**config.mk**
```make
export PLATFORM = sky130hd
export DESIGN_NAME = blas_engine
export DESIGN_NICKNAME = d
export VERILOG_FILES = /design/src/blas_pkg.sv /design/src/blas_engine.sv /design/src/commit_agg.sv /design/src/issue_unit.sv /design/src/lane_unit.sv /design/src/sync_fifo.sv
export SDC_FILE = /design/constraint.sdc
export NUM_CORES = 2
export LEC_CHECK = 0
export BUFFER_PORTS_ARGS = -buffer_cell sky130_fd_sc_hd__buf_2
export CORE_ASPECT_RATIO = 0.9
export CORE_UTILIZATION = 30
export CTS_CLUSTER_SIZE = 28
export DETAILED_ROUTE_END_ITERATION = 10
export PLACE_DENSITY_LB_ADDON = 0.15
export SYNTH_ARGS = -nofsm -noshare
export SYNTH_HDL_FRONTEND = slang
export SYNTH_HIERARCHICAL = 1
export SYNTH_SLANG_ARGS = --single-unit
```
**constraint.sdc**
```tcl
create_clock -name clock -period 6.9 [get_ports clock]
set_clock_uncertainty 0.15 [all_clocks]
set_input_delay 0.345 -clock clock [delete_from_list [all_inputs] [get_ports clock]]
set_output_delay 0.345 -clock clock [all_outputs]
set_load 0.03 [all_outputs]
```
**src/blas_pkg.sv**
```systemverilog
package blas_pkg;

	////////////////////
	// Sizes
	localparam int NUM_LANES	= 4;
	localparam int MEM_WORDS	= 8;
	localparam int ADDR_W		= $clog2(MEM_WORDS);
	localparam int DATA_W		= 16;
	localparam int ISSUE_W		= 4;

	// Queue depths, result depth doubles as credit limit
	localparam int CMD_DEPTH	= 4;
	localparam int RES_DEPTH	= 4;
	localparam int CREDIT_W		= $clog2(RES_DEPTH + 1);

	////////////////////
	// Scalar types
	typedef enum logic [1:0] {
		OP_WRITE	= 2'd0,		// mem[dst] = imm
		OP_AXPY		= 2'd1,		// mem[dst] += imm * mem[src]
		OP_READ		= 2'd2		// Return mem[src]
	} opcode_t;

	typedef logic [NUM_LANES-1:0]	lane_mask_t;
	typedef logic [ADDR_W-1:0]		addr_t;
	typedef logic [DATA_W-1:0]		data_t;
	typedef logic [ISSUE_W-1:0]		issue_no_t;

	////////////////////
	// Host command
	typedef struct packed {
		opcode_t		opcode;
		addr_t			dst;
		addr_t			src;
		data_t			imm;
		lane_mask_t		mask;
	} cmd_t;

	// Broadcast to all lanes
	typedef struct packed {
		logic			valid;
		issue_no_t		issue_no;
		cmd_t			cmd;
	} issue_t;

	// Per-lane output
	typedef struct packed {
		logic			valid;
		issue_no_t		issue_no;
		data_t			value;
	} lane_res_t;

	////////////////////
	// Back to host
	typedef struct packed {
		issue_no_t		issue_no;
		opcode_t		opcode;
		data_t			value;
	} result_t;

endpackage

```
**src/blas_engine.sv**
```systemverilog
module blas_engine (
	input	logic					clock,
	input	logic					reset,
	input	blas_pkg::cmd_t			cmd,
	input	logic					cmd_req,
	output	logic					cmd_ack,
	output	blas_pkg::result_t		res,
	output	logic					res_req,
	input	logic					res_ack
);

	blas_pkg::issue_t		issue;
	blas_pkg::lane_res_t	lane_res	[blas_pkg::NUM_LANES];
	logic					res_done;

	////////////////////
	// Command issue
	issue_unit issue_unit_inst (
		.clock		(clock),
		.reset		(reset),
		.cmd		(cmd),
		.cmd_req	(cmd_req),
		.cmd_ack	(cmd_ack),
		.res_done	(res_done),
		.issue		(issue)
	);

	////////////////////
	// Lane row
	for (genvar i = 0; i < blas_pkg::NUM_LANES; i++) begin : g_lane
		lane_unit #(
			.LANE		(i)
		) lane_unit_inst (
			.clock		(clock),
			.reset		(reset),
			.issue		(issue),
			.lane_res	(lane_res[i])
		);
	end

	////////////////////
	// Reduction and return
	commit_agg commit_agg_inst (
		.clock		(clock),
		.reset		(reset),
		.issue		(issue),
		.lane_res	(lane_res),
		.res		(res),
		.res_req	(res_req),
		.res_ack	(res_ack),
		.res_done	(res_done)
	);

endmodule

```
**src/commit_agg.sv**
```systemverilog
module commit_agg (
	input	logic					clock,
	input	logic					reset,
	input	blas_pkg::issue_t		issue,
	input	blas_pkg::lane_res_t	lane_res	[blas_pkg::NUM_LANES],
	output	blas_pkg::result_t		res,
	output	logic					res_req,
	input	logic					res_ack,
	output	logic					res_done
);

	typedef struct packed {
		logic					valid;
		blas_pkg::issue_no_t	issue_no;
		blas_pkg::opcode_t		opcode;
		blas_pkg::lane_mask_t	mask;
	} tag_t;

	typedef enum logic [1:0] {
		SEND_IDLE,
		SEND_REQ,
		SEND_ACKED
	} send_state_t;

	tag_t					tag_d1;
	tag_t					tag_d2;
	blas_pkg::data_t		lane_sum;
	blas_pkg::result_t		new_res;
	logic					q_push;
	logic					q_pop;
	logic					q_empty;
	send_state_t			send_state;

	////////////////////
	// Align with lane stage 2
	always_ff @(posedge clock) begin
		if (reset) begin
			tag_d1.valid	<= 1'b0;
			tag_d2.valid	<= 1'b0;
		end else begin
			tag_d1.valid	<= issue.valid;
			tag_d1.issue_no	<= issue.issue_no;
			tag_d1.opcode	<= issue.cmd.opcode;
			tag_d1.mask		<= issue.cmd.mask;
			tag_d2			<= tag_d1;
		end
	end

	// Wraps at DATA_W, empty mask sums to 0
	always_comb begin
		lane_sum = '0;
		for (int i = 0; i < blas_pkg::NUM_LANES; i++) begin
			if (lane_res[i].valid) begin
				lane_sum = lane_sum + lane_res[i].value;
			end
		end
	end

	assign new_res	= '{issue_no: tag_d2.issue_no, opcode: tag_d2.opcode, value: lane_sum};
	assign q_push	= tag_d2.valid;		// Credits keep the queue from filling

	sync_fifo #(
		.payload_t	(blas_pkg::result_t),
		.DEPTH		(blas_pkg::RES_DEPTH)
	) res_fifo (
		.clock		(clock),
		.reset		(reset),
		.push		(q_push),
		.din		(new_res),
		.pop		(q_pop),
		.dout		(res),
		.full		(),
		.empty		(q_empty)
	);

	////////////////////
	// Four-phase send
	assign res_req	= (send_state == SEND_REQ);
	assign q_pop	= (send_state == SEND_ACKED) && !res_ack;

	always_ff @(posedge clock) begin
		if (reset) begin
			send_state	<= SEND_IDLE;
			res_done	<= 1'b0;
		end else begin
			res_done <= q_pop;		// One credit back
			case (send_state)
				SEND_IDLE: begin
					if (!q_empty) begin
						send_state <= SEND_REQ;
					end
				end
				SEND_REQ: begin
					if (res_ack) begin
						send_state <= SEND_ACKED;
					end
				end
				SEND_ACKED: begin
					if (!res_ack) begin
						send_state <= SEND_IDLE;
					end
				end
				default:	send_state <= SEND_IDLE;
			endcase
		end
	end

	for (genvar i = 0; i < blas_pkg::NUM_LANES; i++) begin : g_lane_chk
		lane_tag_a: assert property (@(posedge clock) disable iff (reset)
			lane_res[i].valid |-> tag_d2.valid && tag_d2.mask[i]
				&& (lane_res[i].issue_no == tag_d2.issue_no));
	end

	ack_proto_a: assert property (@(posedge clock) disable iff (reset)
		$rose(res_ack) |-> res_req);

endmodule

```
**src/issue_unit.sv**
```systemverilog
module issue_unit (
	input	logic					clock,
	input	logic					reset,
	input	blas_pkg::cmd_t			cmd,
	input	logic					cmd_req,
	output	logic					cmd_ack,
	input	logic					res_done,
	output	blas_pkg::issue_t		issue
);

	logic								q_push;
	logic								q_pop;
	logic								q_full;
	logic								q_empty;
	blas_pkg::cmd_t						q_head;
	blas_pkg::issue_no_t				issue_cnt;
	logic	[blas_pkg::CREDIT_W-1:0]	outstanding;

	////////////////////
	// Four-phase receive
	assign q_push = cmd_req && !cmd_ack && !q_full;		// Full queue holds off ack

	always_ff @(posedge clock) begin
		if (reset) begin
			cmd_ack <= 1'b0;
		end else if (q_push) begin
			cmd_ack <= 1'b1;
		end else if (cmd_ack && !cmd_req) begin
			cmd_ack <= 1'b0;
		end
	end

	sync_fifo #(
		.payload_t	(blas_pkg::cmd_t),
		.DEPTH		(blas_pkg::CMD_DEPTH)
	) cmd_fifo (
		.clock		(clock),
		.reset		(reset),
		.push		(q_push),
		.din		(cmd),
		.pop		(q_pop),
		.dout		(q_head),
		.full		(q_full),
		.empty		(q_empty)
	);

	////////////////////
	// Issue and credits
	assign q_pop = !q_empty && (outstanding < blas_pkg::RES_DEPTH);

	always_ff @(posedge clock) begin
		if (reset) begin
			outstanding <= '0;
		end else begin
			case ({q_pop, res_done})
				2'b10:		outstanding <= outstanding + 1'b1;
				2'b01:		outstanding <= outstanding - 1'b1;
				default:	outstanding <= outstanding;
			endcase
		end
	end

	always_ff @(posedge clock) begin
		if (reset) begin
			issue.valid	<= 1'b0;
			issue_cnt	<= '0;
		end else begin
			issue.valid <= q_pop;		// Single cycle pulse
			if (q_pop) begin
				issue.issue_no	<= issue_cnt;
				issue.cmd		<= q_head;
				issue_cnt		<= issue_cnt + 1'b1;
			end
		end
	end

	credit_limit_a: assert property (@(posedge clock) disable iff (reset)
		outstanding <= blas_pkg::RES_DEPTH);

	// Commit side never returns more than was issued
	done_balance_a: assert property (@(posedge clock) disable iff (reset)
		res_done |-> outstanding != '0);

endmodule

```
**src/lane_unit.sv**
```systemverilog
module lane_unit #(
	parameter int LANE = 0
)(
	input	logic					clock,
	input	logic					reset,
	input	blas_pkg::issue_t		issue,
	output	blas_pkg::lane_res_t	lane_res
);

	typedef struct packed {
		logic					valid;
		blas_pkg::issue_no_t	issue_no;
		blas_pkg::opcode_t		opcode;
		blas_pkg::addr_t		dst;
		blas_pkg::data_t		imm;
		blas_pkg::data_t		src_val;
		blas_pkg::data_t		dst_val;
	} stage_t;

	blas_pkg::data_t					mem	[blas_pkg::MEM_WORDS];
	stage_t								s1;
	logic								hit;
	blas_pkg::data_t					src_rd;
	blas_pkg::data_t					dst_rd;
	logic	[2*blas_pkg::DATA_W-1:0]	product;
	blas_pkg::data_t					s2_value;
	logic								s2_write;

	assign hit = issue.valid && issue.cmd.mask[LANE];

	////////////////////
	// Stage 1 operand read
	// Bypass the write that stage 2 retires on this edge
	assign src_rd = (s2_write && (s1.dst == issue.cmd.src)) ? s2_value
		: mem[issue.cmd.src];
	assign dst_rd = (s2_write && (s1.dst == issue.cmd.dst)) ? s2_value
		: mem[issue.cmd.dst];

	always_ff @(posedge clock) begin
		if (reset) begin
			s1.valid <= 1'b0;
		end else begin
			s1.valid <= hit;
			if (hit) begin
				s1.issue_no	<= issue.issue_no;
				s1.opcode	<= issue.cmd.opcode;
				s1.dst		<= issue.cmd.dst;
				s1.imm		<= issue.cmd.imm;
				s1.src_val	<= src_rd;
				s1.dst_val	<= dst_rd;
			end
		end
	end

	////////////////////
	// Stage 2 execute
	assign product = s1.imm * s1.src_val;

	always_comb begin
		case (s1.opcode)
			blas_pkg::OP_WRITE:	s2_value = s1.imm;
			blas_pkg::OP_AXPY:	s2_value = s1.dst_val + product[blas_pkg::DATA_W-1:0];
			default:			s2_value = s1.src_val;		// READ
		endcase
	end

	assign s2_write = s1.valid && (s1.opcode != blas_pkg::OP_READ);

	always_ff @(posedge clock) begin
		if (reset) begin
			for (int i = 0; i < blas_pkg::MEM_WORDS; i++) begin
				mem[i] <= '0;
			end
		end else if (s2_write) begin
			mem[s1.dst] <= s2_value;
		end
	end

	always_ff @(posedge clock) begin
		if (reset) begin
			lane_res.valid <= 1'b0;
		end else begin
			lane_res.valid <= s1.valid;
			if (s1.valid) begin
				lane_res.issue_no	<= s1.issue_no;
				lane_res.value		<= s2_value;		// Written or read value
			end
		end
	end

endmodule

```
**src/sync_fifo.sv**
```systemverilog
module sync_fifo #(
	parameter type	payload_t	= logic,
	parameter int	DEPTH		= 4
)(
	input	logic		clock,
	input	logic		reset,
	input	logic		push,
	input	payload_t	din,
	input	logic		pop,
	output	payload_t	dout,
	output	logic		full,
	output	logic		empty
);

	localparam int PTR_W = (DEPTH > 1) ? $clog2(DEPTH) : 1;

	payload_t				buffer	[DEPTH];
	logic	[PTR_W-1:0]		wr_ptr;
	logic	[PTR_W-1:0]		rd_ptr;
	logic	[PTR_W-1:0]		wr_next;
	logic	[PTR_W-1:0]		rd_next;
	logic	[PTR_W:0]		count;

	// Wrap for non power of two depths
	assign wr_next	= (wr_ptr == PTR_W'(DEPTH - 1)) ? '0 : wr_ptr + 1'b1;
	assign rd_next	= (rd_ptr == PTR_W'(DEPTH - 1)) ? '0 : rd_ptr + 1'b1;

	assign full		= (count == DEPTH);
	assign empty	= (count == '0);
	assign dout		= buffer[rd_ptr];		// Head, no read latency

	always_ff @(posedge clock) begin
		if (push) begin
			buffer[wr_ptr] <= din;
		end
	end

	always_ff @(posedge clock) begin
		if (reset) begin
			wr_ptr	<= '0;
			rd_ptr	<= '0;
			count	<= '0;
		end else begin
			if (push) begin
				wr_ptr <= wr_next;
			end
			if (pop) begin
				rd_ptr <= rd_next;
			end
			case ({push, pop})
				2'b10:		count <= count + 1'b1;
				2'b01:		count <= count - 1'b1;
				default:	count <= count;
			endcase
		end
	end

	no_overflow_a: assert property (@(posedge clock) disable iff (reset)
		!(push && full));
	no_underflow_a: assert property (@(posedge clock) disable iff (reset)
		!(pop && empty));

endmodule

```
==> metrics.md <==
| Metric | Value |
|---|---|
| Leakage | `0.0304 uW` |
| Hold_buf cts | `31` |
| Post-Syn Instances | `5540` |
| Core ar. | `225000 sq um` |
| PortBufs | `55` |
| Overflow after GRT | `0` |
| Grt met2 use | `30.1%` |
| Die width | `503 microns` |
| Clock root buffer master | `clkbuf_16` |
| Final HPWL DP | `140 mm` |
| RSZ-0062 raised after global routing | `false` |
| Row count | `165` |
| H-tree depth | `3` |
| Yosys Warn Count | `6` |
| Max cap viols | `0` |
| Final Hold Fails | `0` |
| Clk_lat worst skew | `0.80 ns` |
| Final core utilization | `34.0%` |
| Area Overhead vs Synth | `12.5%` |
| Die height | `453 microns` |
| TritonCTS Buffers | `120` |
| Antenna-violating nets left | `0` |
| Routing usage on met3 | `2.52%` |
| WS Path Type | `reg2reg` |
| Setup WS pre-CTS | `0.453 ns` |
| Initial drt markers | `2998` |
| VDD IR-drop max | `0.848 mV` |
| Min Tclk post-route | `6.44 ns` |
| Post-DR wirelength/cell | `23.1 microns` |
| Worst hold-check path type | `in2reg` |
| Post-CTS sizing | `0` |
| Number of global-route vias before repair | `43400` |
| Worst setup margin | `0.460 ns` |
| Clock-pin slew on the worst setup and hold paths | `0.06 ns` |
| Critical Path Max Stage Delay | `0.63 ns` |
| Most frequent cells in the layout | `1032 x edfxtp_1, 744 x inv_1, 678 x nor2_1` |
| F_max | `0.155 GHz` |
| Antenna violations before repair | `27` |
| Clock Sink Count | `1072` |
| GRT busiest layer | `met2` |
| Nets | `6300` |
| Final Setup Violations | `0` |
| Slew Viols, Final | `0` |
| Mapped Area | `67900 sq um` |
| Pre-antenna DRT Iters | `5` |
| Final TNS setup | `0 ns` |
| CP most frequent cell | `fa_1` |
| Post-CTS Setup Inserts | `0` |
| CTS tree | `done` |
| First-pass GRT wire length | `297 mm` |
| # fillers | `22300` |
| Syn nets | `6222` |
| Total wire length | `201 mm` |
| Largest net degree at the start of global routing | `69` |
| Die ar. | `228000 sq um` |
| WP data arrival | `6.75 ns` |
| Crit. End Element | `flip-flop` |
| Crit path max-delay family | `adder cells` |
| Post-Syn Area per Cell | `12.3 sq um` |
| Initial core utilization | `30.2%` |
| Status | `complete, no violations` |
| IO Count | `56` |
| Vias per cell | `4.77` |
| Final Total Pwr | `38100 uW` |
| Total GRT Usage | `17.8%` |
| Commonest non-fill, non-tap cell in the layout | `edfxtp_1` |
| Crit-path max FO | `11` |
| Worst EP required | `7.21 ns` |
| Routed vias | `41700` |
| Max stage delay cell, worst path | `edfxtp_1` |
| Worst setup SP type | `flip-flop` |
| Max-slew headroom | `14.9%` |
| Clock Path Buffers | `3` |
| Final RePlAce weighted congestion | `0.834` |
| Post-detailed-route DRC marker count | `0` |
| Met1 usage | `24.0%` |
| Crit-path cells | `and2_1, fa_1, inv_1, fa_1, fa_1, inv_1, ha_1, fa_1, inv_1, fa_1, inv_1, ha_1, a21o_1, a21o_1, a41o_1, xor2_1, nand2_1, o2bb2ai_1, o21ai_0` |
| Crit path buf inv count | `4` |
| PwrDens | `499 nW/um^2` |
| Final Cycle Share | `93.3%` |
| Layout cells sized above 1 | `15.0%` |
| Worst-margin pin slew | `1.28 ns` |
[final timing paths]
kind,start,cells past startpoint,endpoint,slack (ns)
max,g_lane[0].lane_unit_inst/s1[20],19,g_lane[0].lane_unit_inst/s1[28],0.46
min,res_ack,3,commit_agg_inst/send_state[0],0.16
max reg2reg,g_lane[0].lane_unit_inst/s1[20],19,g_lane[0].lane_unit_inst/s1[28],0.46
min reg2reg,commit_agg_inst/tag_d1[10],1,commit_agg_inst/q_push,0.23
[flip-flops by register name, indices dropped and copies added, names as in the netlist, 3 cells and up, named ones only]
register,flops
g_lane.lane_unit_inst/mem,512
g_lane.lane_unit_inst/s1,216
issue_unit_inst/cmd_fifo/buffer,112
commit_agg_inst/res_fifo/buffer,88
g_lane.lane_unit_inst/lane_res,68
issue_unit_inst/issue,33
commit_agg_inst/tag_d1,7
commit_agg_inst/new_res,6
issue_unit_inst/issue_cnt,4
commit_agg_inst/res_fifo/count,3
issue_unit_inst/cmd_fifo/count,3
issue_unit_inst/outstanding,3
[tightest hold or removal path, delay by kind of cell]
kind                   cells  cell delay [ns]
AO/OA/AOI/OAI              1             0.08
buffers and inverters      2             0.64
[report_power, final]
group | internal, uW | leakage (uW) | total, uW | switching [uW]
Clock | 3820 | 0.00197 | 6620 | 2800
Sequential | 7940 | 0.0104 | 8520 | 581
Combinational | 9360 | 0.0181 | 23000 | 13600
[layer usage]
layer,routed length (microns),up-vias,part of all wire [%]
met5,63,-,0.031
met4,4370,10,2.2
met3,9330,250,4.6
met2,98200,892,49
met1,89500,21500,44
li1,-,19000,-
[final cells by class]
type	instances	area (sq um)	share of cell area, %
antenna	5	12.5	0.0164
clock buffer	157	3250	4.26
clock inverter	70	835	1.09
inverter	746	2800	3.67
multi-input combinational	3407	31900	41.8
sequential	1072	31800	41.6
tap	3006	3760	4.92
timing repair buffer	271	2030	2.65
[metrics by stage]
stage,hold WS (ns),area (sq um),instances
after floorplan,0.250,67900,5540
after global placement,0.254,72000,8471
after detailed placement,0.255,72000,8471
after CTS,0.0759,76400,8729
after global routing,0.121,76400,8733
final,0.158,76400,8734
Note: power is estimated with default switching activity, not from simulation.
